File: src/logic/merge_pkg.sv
`default_nettype none

package merge_pkg;

    // data path width, one word per handshake
    localparam int WORD_WIDTH = 16;

    // per-channel buffer sizing
    localparam int FIFO_ADDR_WIDTH = 3;
    localparam int FIFO_DEPTH = 1 << FIFO_ADDR_WIDTH;

    // one word as carried from producer to consumer
    typedef logic [WORD_WIDTH-1:0] word_t;

    // channel tag, 0 or 1 names the ingress port
    typedef logic chan_t;

    // merger sequence
    //   IDLE     pick a channel and pop its FIFO
    //   LOAD     pop_data is valid, latch it into the output register
    //   OFFER    out_req high, wait for out_ack
    //   RELEASE  out_req low, wait for out_ack to drop
    typedef enum logic [1:0] {
        IDLE,
        LOAD,
        OFFER,
        RELEASE
    } merge_state_t;

endpackage

`default_nettype wire

File: src/logic/fifo_simple.sv
`timescale 1ns/1ps
`default_nettype none

module fifo_simple #(
    parameter int DATA_WIDTH = 16,
    parameter int ADDR_WIDTH = 3
) (
    input  logic                  clk,
    input  logic                  rst,

    input  logic                  push,
    input  logic [DATA_WIDTH-1:0] push_data,

    input  logic                  pop,
    output logic [DATA_WIDTH-1:0] pop_data,

    output logic                  empty,
    output logic                  full,
    output logic                  empty_a,
    output logic                  full_a,
    output logic [ADDR_WIDTH:0]   count
);

    // depth and the almost thresholds, sized to the count width
    localparam logic [ADDR_WIDTH:0] DEPTH = {1'b1, {ADDR_WIDTH{1'b0}}};
    localparam logic [ADDR_WIDTH:0] ONE = {{ADDR_WIDTH{1'b0}}, 1'b1};
    localparam logic [ADDR_WIDTH:0] DEPTH_A = DEPTH - ONE;

    logic [DATA_WIDTH-1:0] mem [0:(1 << ADDR_WIDTH)-1];

    // pointers carry one extra wrap bit above the address
    logic [ADDR_WIDTH:0] push_ptr;
    logic [ADDR_WIDTH:0] pop_ptr;
    logic [ADDR_WIDTH:0] push_ptr_nx;
    logic [ADDR_WIDTH:0] pop_ptr_nx;
    logic [ADDR_WIDTH:0] count_nx;

    logic do_push;
    logic do_pop;

    // push while full and pop while empty are dropped
    assign do_push = push && !full;
    assign do_pop = pop && !empty;

    assign push_ptr_nx = push_ptr + {{ADDR_WIDTH{1'b0}}, do_push};
    assign pop_ptr_nx = pop_ptr + {{ADDR_WIDTH{1'b0}}, do_pop};

    // wrap bit makes the difference exact from 0 up to DEPTH
    assign count_nx = push_ptr_nx - pop_ptr_nx;

    always_ff @(posedge clk) begin
        if (rst) begin
            push_ptr <= '0;
            pop_ptr <= '0;
        end else begin
            push_ptr <= push_ptr_nx;
            pop_ptr <= pop_ptr_nx;
        end
    end

    // flags follow the count they will describe next cycle
    always_ff @(posedge clk) begin
        if (rst) begin
            count <= '0;
            full <= 1'b0;
            full_a <= 1'b0;
            empty <= 1'b1;
            empty_a <= 1'b1;
        end else begin
            count <= count_nx;
            full <= (count_nx == DEPTH);
            full_a <= (count_nx >= DEPTH_A);
            empty <= (count_nx == '0);
            empty_a <= (count_nx <= ONE);
        end
    end

    always_ff @(posedge clk) begin
        if (do_push) begin
            mem[push_ptr[ADDR_WIDTH-1:0]] <= push_data;
        end
    end

    // registered read, word shows up the cycle after the pop
    always_ff @(posedge clk) begin
        if (do_pop) begin
            pop_data <= mem[pop_ptr[ADDR_WIDTH-1:0]];
        end
    end

    // full and empty exclude each other
    a_not_full_and_empty: assert property (
        @(posedge clk) disable iff (rst)
        !(full && empty)
    );

    a_count_in_range: assert property (
        @(posedge clk) disable iff (rst)
        count <= DEPTH
    );

    // full and empty are only reached through their almost flags
    a_full_via_almost: assert property (
        @(posedge clk) disable iff (rst)
        $rose(full) |-> $past(full_a)
    );

    a_empty_via_almost: assert property (
        @(posedge clk) disable iff (rst)
        $rose(empty) |-> $past(empty_a)
    );

endmodule

`default_nettype wire

File: src/logic/ingress_port.sv
`timescale 1ns/1ps
`default_nettype none

module ingress_port import merge_pkg::*; (
    input  logic  clk,
    input  logic  rst,

    // producer side, four-phase
    input  logic  in_req,
    input  word_t in_data,
    output logic  in_ack,

    // merger side
    input  logic  pop,
    output word_t data,
    output logic  empty
);

    logic full;
    logic push;

    // new request not yet acknowledged and room in the FIFO
    assign push = in_req && !in_ack && !full;

    always_ff @(posedge clk) begin
        if (rst) begin
            in_ack <= 1'b0;
        end else if (push) begin
            in_ack <= 1'b1;
        end else if (!in_req) begin
            // return to zero once the producer lets go
            in_ack <= 1'b0;
        end
    end

    // count and almost flags are only checked inside the FIFO
    fifo_simple #(
        .DATA_WIDTH (WORD_WIDTH),
        .ADDR_WIDTH (FIFO_ADDR_WIDTH)
    ) u_fifo (
        .clk       (clk),
        .rst       (rst),
        .push      (push),
        .push_data (in_data),
        .pop       (pop),
        .pop_data  (data),
        .empty     (empty),
        .full      (full),
        .empty_a   (),
        .full_a    (),
        .count     ()
    );

    // ack only answers a request that is still up
    a_ack_needs_req: assert property (
        @(posedge clk) disable iff (rst)
        (!in_req && !in_ack) |=> !in_ack
    );

endmodule

`default_nettype wire

File: src/logic/rr_merger.sv
`timescale 1ns/1ps
`default_nettype none

module rr_merger import merge_pkg::*; (
    input  logic  clk,
    input  logic  rst,

    // channel 0 FIFO
    input  logic  empty0,
    input  word_t data0,
    output logic  pop0,

    // channel 1 FIFO
    input  logic  empty1,
    input  word_t data1,
    output logic  pop1,

    // consumer side, four-phase
    output logic  out_req,
    output word_t out_data,
    output chan_t out_chan,
    input  logic  out_ack
);

    merge_state_t state;

    // channel served by the most recent pop
    chan_t last_chan;

    logic take;
    logic pick1;

    // channel 1 goes when channel 0 is dry, or on a tie after channel 0
    assign pick1 = !empty1 && (empty0 || last_chan == 1'b0);
    assign take = (state == IDLE) && !(empty0 && empty1);

    assign pop0 = take && !pick1;
    assign pop1 = take && pick1;

    always_ff @(posedge clk) begin
        if (rst) begin
            state <= IDLE;
            // so that channel 0 takes the first tie
            last_chan <= 1'b1;
            out_req <= 1'b0;
        end else begin
            case (state)
                IDLE: begin
                    if (take) begin
                        last_chan <= pick1;
                        state <= LOAD;
                    end
                end
                LOAD: begin
                    out_req <= 1'b1;
                    state <= OFFER;
                end
                OFFER: begin
                    if (out_ack) begin
                        out_req <= 1'b0;
                        state <= RELEASE;
                    end
                end
                RELEASE: begin
                    if (!out_ack) begin
                        state <= IDLE;
                    end
                end
                default: begin
                    state <= IDLE;
                end
            endcase
        end
    end

    // pop_data of the chosen FIFO is valid during LOAD
    always_ff @(posedge clk) begin
        if (state == LOAD) begin
            out_data <= last_chan ? data1 : data0;
            out_chan <= last_chan;
        end
    end

    a_one_pop: assert property (
        @(posedge clk) disable iff (rst)
        !(pop0 && pop1)
    );

    // the offer does not change under the consumer
    a_offer_stable: assert property (
        @(posedge clk) disable iff (rst)
        out_req |=> !out_req || ($stable(out_data) && $stable(out_chan))
    );

endmodule

`default_nettype wire

File: src/logic/stream_merge_top.sv
`timescale 1ns/1ps
`default_nettype none

module stream_merge_top import merge_pkg::*; (
    input  logic  clk,
    input  logic  rst,

    input  logic  in0_req,
    input  word_t in0_data,
    output logic  in0_ack,

    input  logic  in1_req,
    input  word_t in1_data,
    output logic  in1_ack,

    output logic  out_req,
    output word_t out_data,
    output chan_t out_chan,
    input  logic  out_ack
);

    // FIFO read side of each channel
    logic  empty0;
    word_t data0;
    logic  pop0;

    logic  empty1;
    word_t data1;
    logic  pop1;

    ingress_port u_ingress0 (
        .clk     (clk),
        .rst     (rst),
        .in_req  (in0_req),
        .in_data (in0_data),
        .in_ack  (in0_ack),
        .pop     (pop0),
        .data    (data0),
        .empty   (empty0)
    );

    ingress_port u_ingress1 (
        .clk     (clk),
        .rst     (rst),
        .in_req  (in1_req),
        .in_data (in1_data),
        .in_ack  (in1_ack),
        .pop     (pop1),
        .data    (data1),
        .empty   (empty1)
    );

    rr_merger u_merger (
        .clk      (clk),
        .rst      (rst),
        .empty0   (empty0),
        .data0    (data0),
        .pop0     (pop0),
        .empty1   (empty1),
        .data1    (data1),
        .pop1     (pop1),
        .out_req  (out_req),
        .out_data (out_data),
        .out_chan (out_chan),
        .out_ack  (out_ack)
    );

endmodule

`default_nettype wire

File: config.mk
export PLATFORM = sky130hd
export DESIGN_NAME = stream_merge_top
export DESIGN_NICKNAME = d
export VERILOG_FILES = /design/src/logic/merge_pkg.sv /design/src/logic/fifo_simple.sv /design/src/logic/ingress_port.sv /design/src/logic/rr_merger.sv /design/src/logic/stream_merge_top.sv
export SDC_FILE = /design/constraint.sdc
export NUM_CORES = 1
export LEC_CHECK = 0
export ABC_AREA = 0
export BUFFER_PORTS_ARGS = -buffer_cell sky130_fd_sc_hd__buf_4
export CAP_MARGIN = 20
export CORE_MARGIN = 1.5
export CORE_UTILIZATION = 30
export DETAILED_ROUTE_END_ITERATION = 12
export PLACE_DENSITY = 0.55
export SLEW_MARGIN = 20
export SYNTH_ARGS = -nofsm -noshare
export SYNTH_HDL_FRONTEND = slang
export SYNTH_SLANG_ARGS = --single-unit
File: constraint.sdc
create_clock -name clk -period 3.2 [get_ports clk]
set_input_delay 0 -clock clk [delete_from_list [all_inputs] [get_ports clk]]
set_output_delay 0 -clock clk [all_outputs]
set_load 0.02 [all_outputs]
======== Word-level counts from Yosys, hierarchy flattened ========
Memory sizes are Yosys's and may differ from the RTL's. A register that Yosys moved wholly into a read port is not among the register bits.
Index checks and enable logic that the tools add are counted.
operators by class
  reduce and logical (&&, ||, !) cells .... 29
  muxes and demuxes ....................... 15
  equality and inequality tests ........... 10
  bitwise logic cells ..................... 1
  add/sub/neg operators ................... 6
operator list
  cell                                            count
  adder 4 x 1 -> 4 bit                            4
  2-to-1 mux 16 bit                               1
  logical AND 1 bit                               13
  2-to-1 mux 1 bit                                9
  == test 4 bit (second input constant)           2
  zero test 1 bit                                 8
  zero test 4 bit                                 2
  one-hot mux 2 bit (4 select lines)              1
  subtractor 4 bit                                2
  2-to-1 mux 2 bit                                3
  != test 2 x 1 -> 1 bit (second input constant)  3
  == test 2 bit (second input constant)           2
  != test 2 bit (second input constant)           2
  AND reduction 2 bit                             2
  AND reduction 3 bit                             1
  == test 2 x 1 -> 1 bit (second input constant)  1
  zero test 2 bit                                 1
  one-hot mux 1 bit (2 select lines)              1
  nonzero test 2 bit                              1
  logical OR 1 bit                                1
  NOT 1 bit                                       1
word-level totals
  word-level logic and storage cells ...... 78
  bits of input ports ..................... 37
  flip-flop bits (word level) ............. 43
  memory bits (writable) .................. 256
  output and inout bits ................... 20
  memories ................................ 2
memory list
  name                   words  bits a word  rd ports  clocked after Yosys merged registers in  write ports  RTL line           source
  u_ingress0.u_fifo.mem  8      16           1         1                                        1            fifo_simple.sv:29  logic [DATA_WIDTH-1:0] mem [0:(1 << ADDR_WIDTH)-1];
  u_ingress1.u_fifo.mem  8      16           1         1                                        1            fifo_simple.sv:29

======== Longest topological paths before layout ========
  depth in word-level cells ............... 9
  gate-level depth with buffers ........... 12
  depth with buffers taken out ............ 12

======== Hierarchy ========
Synthesis repeated with hierarchy kept, for this count alone.
unflattened totals
  cell total of the unflattened synthesis .. 624
  area, all modules ....................... 13381.6 um^2
by module, submodules not included
  module        cells each  instances  area an instance (um^2)  seq. area each (um^2)
  fifo_simple   275         2          6147.1                   4644.5
  rr_merger     66          1          994.7                    590.6
  ingress_port  4           2          46.3                     20.0

======== Worst setup path after synthesis ========
No wires, ideal clock.
  kind .................................... reg2reg
  from .................................... register u_merger.state[0]
  to ...................................... register u_ingress1.u_fifo.empty
  buffers on the path ..................... 0
  period minus slack after synthesis ...... 3093 ps
  arrival ................................. 2979 ps
  cell stages (with the launch flop) ...... 13
  required time ........................... 3086 ps
  setup time .............................. 114 ps
  slack ................................... 107 ps
  cell sequence ........................... dfxtp_1 -> inv_1 -> ha_1 -> nand2b_1 -> a21oi_1 -> ha_1 -> ha_1 -> inv_1 -> ha_1 -> a21o_1 -> a21oi_1 -> xnor2_1 -> a21o_1
on the way
  cells in the longest elaborated chain, start to end .. 7
ends and longest elaborated chain
  what                                 RTL line           source
  start: declaration                   rr_merger.sv:25    merge_state_t state;
  start signal: assignment             rr_merger.sv:42    state <= IDLE;
  start signal: assignment             rr_merger.sv:51    state <= LOAD;
  start signal: assignment             rr_merger.sv:56    state <= OFFER;
  zero test 2 bit                      rr_merger.sv:35    assign take = (state == IDLE) && !(empty0 && empty1);
  logical AND 1 bit                    rr_merger.sv:35
  logical AND 1 bit                    rr_merger.sv:38    assign pop1 = take && pick1;
  logical AND 1 bit                    fifo_simple.sv:43  assign do_pop = pop && !empty;
  net u_ingress1.u_fifo.do_pop         fifo_simple.sv:39  logic do_pop;
  adder 4 x 1 -> 4 bit                 fifo_simple.sv:46  assign pop_ptr_nx = pop_ptr + {{ADDR_WIDTH{1'b0}}, do_pop};
  net u_ingress1.u_fifo.pop_ptr_nx[1]  fifo_simple.sv:35  logic [ADDR_WIDTH:0] pop_ptr_nx;
  subtractor 4 bit                     fifo_simple.sv:49  assign count_nx = push_ptr_nx - pop_ptr_nx;
  zero test 4 bit                      fifo_simple.sv:73  empty <= (count_nx == '0);
  end signal: assignment               fifo_simple.sv:73
  end: declaration                     fifo_simple.sv:17  output logic empty,
The timed path passes the listed nets, and every way through them passes these cells.
A chain may end at the register's enable or synchronous reset.

======== Worst setup path in the final report ========
  from .................................... register u_merger.state[0]
  to ...................................... register u_ingress0.u_fifo.full
on the way
  cells in the longest elaborated chain, start to end .. 7
ends and longest elaborated chain
  what                                 RTL line           source
  zero test 2 bit                      rr_merger.sv:35
  logical AND 1 bit                    rr_merger.sv:35
  logical AND 1 bit                    rr_merger.sv:37    assign pop0 = take && !pick1;
  logical AND 1 bit                    fifo_simple.sv:43
  net u_ingress0.u_fifo.do_pop         fifo_simple.sv:39
  adder 4 x 1 -> 4 bit                 fifo_simple.sv:46
  net u_ingress0.u_fifo.pop_ptr_nx[1]  fifo_simple.sv:35
  subtractor 4 bit                     fifo_simple.sv:49
  == test 4 bit                        fifo_simple.sv:71  full <= (count_nx == DEPTH);
  end signal: assignment               fifo_simple.sv:71
  end: declaration                     fifo_simple.sv:18  output logic full,
The timed path passes the listed nets, and every way through them passes these cells.

==> flow_summary.json <==
{
  "clock_path_buffers": 3,
  "layout-drive-gt1-share": 0.263,
  "synthXorXnorAreaFrac": 0.0107,
  "worstPathMaxFanout": 4,
  "gp_congestion": 0.708,
  "row_count": 75,
  "hold_viol": 0,
  "pwr-share-clk": 0.335,
  "synthDominantAreaCellType": "edfxtp_1",
  "p_int_mw": 8.86,
  "seqPwrFrac": 0.469,
  "slowest_delay_ns": 0.33,
  "postCtsSetupRepairBufs": 0,
  "boundaryPins": 57,
  "root_buffer": "clkbuf_16",
  "fin_skew_ns": 0.0116,
  "worst-r2r-cell-count": 12,
  "synth_top_family_by_area": "multiplexers",
  "synth_ff_type": "edfxtp_1",
  "drtIter0Drc": 399,
  "hold_path.class": "in -> reg",
  "cp.arrival_ns": 2.92,
  "status": "complete, no violations",
  "min-delay-start": "in1_data[1]",
  "min_to": "u_ingress1.u_fifo.mem[6][1]",
  "core_area_um2": 42100,
  "fin_cells": 1293,
  "io_buffers": 56,
  "timing.slew.headroom": 0.376,
  "synth_top_area_share": 0.711,
  "htreeDepth": 2,
  "cap_viol_max_count": 0,
  "num_vias": 5855,
  "die_h_um": 210,
  "tightestPinTransition_ns": 0.936,
  "fin_setup_tns_ns": 0,
  "ys_async_sr_fraction": 0,
  "antenna_cells": 0,
  "netSwitchingFraction": 0.252,
  "p_switching_mw": 2.99,
  "synthCells": 593,
  "ant_nets": 0,
  "cp_data_required_time_ns": 3.63,
  "slowest_stage": "dfxtp_1",
  "power_frac_comb": 0.196,
  "hold_depth": 2,
  "drt_drc_violations_left": 0,
  "hpwl_um": 14400,
  "final_nets": 782,
  "crit_chain": "inv_1, ha_1, nand2_1, nor2_1, ha_1, ha_1, inv_1, ha_1, a21o_1, a21oi_1, xnor2_1, nor4_2",
  "cts.sinks": 331,
  "regToRegSetupSlack_ns": 0.71,
  "yosys-mux-area-fraction": 0.171,
  "grt.overflow.total": 0,
  "dieWidth_um": 210,
  "r2r-start": "u_merger.state[0]",
  "cp_common_cell": "ha_1",
  "antenna_found_initial": 0,
  "first_pass_iters": 4,
  "path_clk_slew_ns": 0.06,
  "grt_pass1_vias": 6200,
  "avgSynthCellArea_um2": 21.7,
  "wl_um": 24500,
  "start_util": 0.306,
  "synth_edf_count": 305,
  "grt_setup_unrepaired": "no",
  "dp.cells": 1189,
  "ir_worst_vdd_v": 0.000392,
  "cts_resized": 0,
  "routedWlPerCell_um": 18.9,
  "ys_warn_count": 0,
  "synthAdderAreaFrac": 0.0175,
  "synthesis.area_um2": 12900,
  "yosys-top-cells-area": "edfxtp_1 71%, mux4_1 11%, mux2_2 4.2%",
  "leakagePower_nw": 5.23,
  "numCtsBuffers": 37,
  "r2r-end": "u_ingress0.u_fifo.full",
  "synthSimpleGateAreaFrac": 0.0283,
  "synth_cell_types": 30,
  "cts_tree": "built",
  "grt_max_degree": 34,
  "die-area_um2": 44200,
  "synth-compound-area-share": 0.00525,
  "fin_crit_sh": 0.778,
  "grt_first_pass_wirelength_um": 37400,
  "yosysMostFrequentCell": "edfxtp_1",
  "clk_latency_ns": 0.51,
  "synthesis.nets": 648,
  "ys_seq_area_frac": 0.752,
  "critical_path_class": "reg -> reg",
  "power.density_nw_per_um2": 762,
  "cp-start-kind": "flip-flop",
  "ys_ff_latch": 331,
  "cp-end-kind": "flip-flop",
  "grtUsageTotal": 0.113,
  "fin_crit_ns": 2.49,
  "syn_to_final_growth_pct": 20.7,
  "slew_violations": 0,
  "n_fill_cell": 3820,
  "synth_common_cells": "305 x edfxtp_1, 56 x mux4_1, 48 x mux2_2",
  "fmax_mhz": 402,
  "setup_viol": 0,
  "avgViaCountPerCell": 4.53
}
## placed cells by master (no fill, tap or decap), drive strengths merged, types with 4 or more instances in the layout
master         n
inv           10
dfxtp         26
edfxtp       305
dlygate4sd3   38
mux4          64
a21oi          4
nand2          9
nand2b         8
ha            18
clkinv        15
nor3           4
nor3b          4
mux2          48
nor2b          9
xnor2          6
clkbuf        49
nor2          32
buf           81
nand3          6
a21o           4
xor2           8
## through the flow
step | area [um^2] | utilization | total power, mW | hold slack (ns) | setup slack (ns)
finish | 15500 | 0.369 | 11.9 | 0.275 | 0.711
global route | 15500 | 0.369 | 12.4 | 0.280 | 0.508
CTS | 15500 | 0.369 | 12.0 | 0.255 | 0.692
detailed placement | 14000 | 0.333 | 8.00 | 0.239 | 0.698
global placement | 14000 | 0.333 | 7.96 | 0.234 | 0.785
floorplan | 12900 | - | 7.27 | 0.0716 | 0.107
## worst max-delay path: cells and delay by family, from the launching register on
family	cells	cell delay, ns
AO/OA/AOI/OAI	2	0.35
XOR/XNOR	1	0.13
adder cells (fa/ha/maj)	4	0.92
buffers and inverters	2	0.18
flip-flops	1	0.33
AND/OR/NAND/NOR	3	0.51
## metal layers
metal | routed length, um | part of all wire | GRT usage | up-vias
met5 | 0 | 0 | 0 | -
met4 | 534 | 0.022 | 0.0355 | 0
met3 | 812 | 0.033 | 0.0192 | 38
met2 | 11300 | 0.46 | 0.176 | 105
met1 | 11900 | 0.48 | 0.161 | 3005
li1 | - | - | - | 2707
## power by group through the flow
| stage | Sequential, mW | Clock, mW | Combinational [mW] |
|---|---|---|---|
| detailed placement | 5.65 | 0 | 2.35 |
| global route | 5.60 | 4.24 | 2.58 |
| CTS | 5.56 | 4.08 | 2.40 |
| finish | 5.56 | 3.97 | 2.33 |
| global placement | 5.65 | 0 | 2.32 |
| floorplan | 5.68 | 0 | 1.58 |
## kinds of logic after synthesis
kind of cell	Yosys count
compound gates	10
xor+xnor	14
buf+inv	33
simple gates	74
flops	331
fa+ha+maj	18
mux	113
## repair_timing
action | in CTS | in global routing
hold buffers | 38 | 0
hold endpoints to repair | 282 | 0
endpoints found under the setup margin | 0 | 0
## flip-flops by register name (all words and copies together) (netlist names), 2 cells and up
| name | cells |
|---|---|
| u_ingress0.u_fifo.mem | 128 |
| u_ingress1.u_fifo.mem | 128 |
| u_ingress0.u_fifo.pop_data | 16 |
| u_ingress1.u_fifo.pop_data | 16 |
| u_merger.out_data | 16 |
| u_ingress0.u_fifo.pop_ptr | 4 |
| u_ingress0.u_fifo.push_ptr | 4 |
| u_ingress1.u_fifo.pop_ptr | 4 |
| u_ingress1.u_fifo.push_ptr | 4 |
| u_merger.state | 2 |
## final cells by class
| cell class | instances | area, um^2 | share of cell area |
|---|---|---|---|
| Sequential cell | 331 | 9680 | 0.623 |
| Multi-Input combinational cell | 229 | 3020 | 0.194 |
| Clock buffer | 49 | 1030 | 0.0666 |
| Timing Repair Buffer | 119 | 988 | 0.0636 |
| Tap cell | 539 | 674 | 0.0434 |
| Clock inverter | 17 | 113 | 0.00724 |
| Inverter | 9 | 33.8 | 0.00217 |
## worst max path at each step
stage                       from                 endpoint  cells past startpoint
6_report       u_merger.state[0]   u_ingress0.u_fifo.full                     12
3_3_place_gp   u_merger.state[0]   u_ingress0.u_fifo.full                     12
3_5_place_dp   u_merger.state[0]   u_ingress0.u_fifo.full                     12
5_1_grt        u_merger.state[0]   u_ingress0.u_fifo.full                     12
4_1_cts        u_merger.state[0]   u_ingress0.u_fifo.full                     12
2_1_floorplan  u_merger.state[0]  u_ingress1.u_fifo.empty                     12
(Power assumes the default switching activity.)
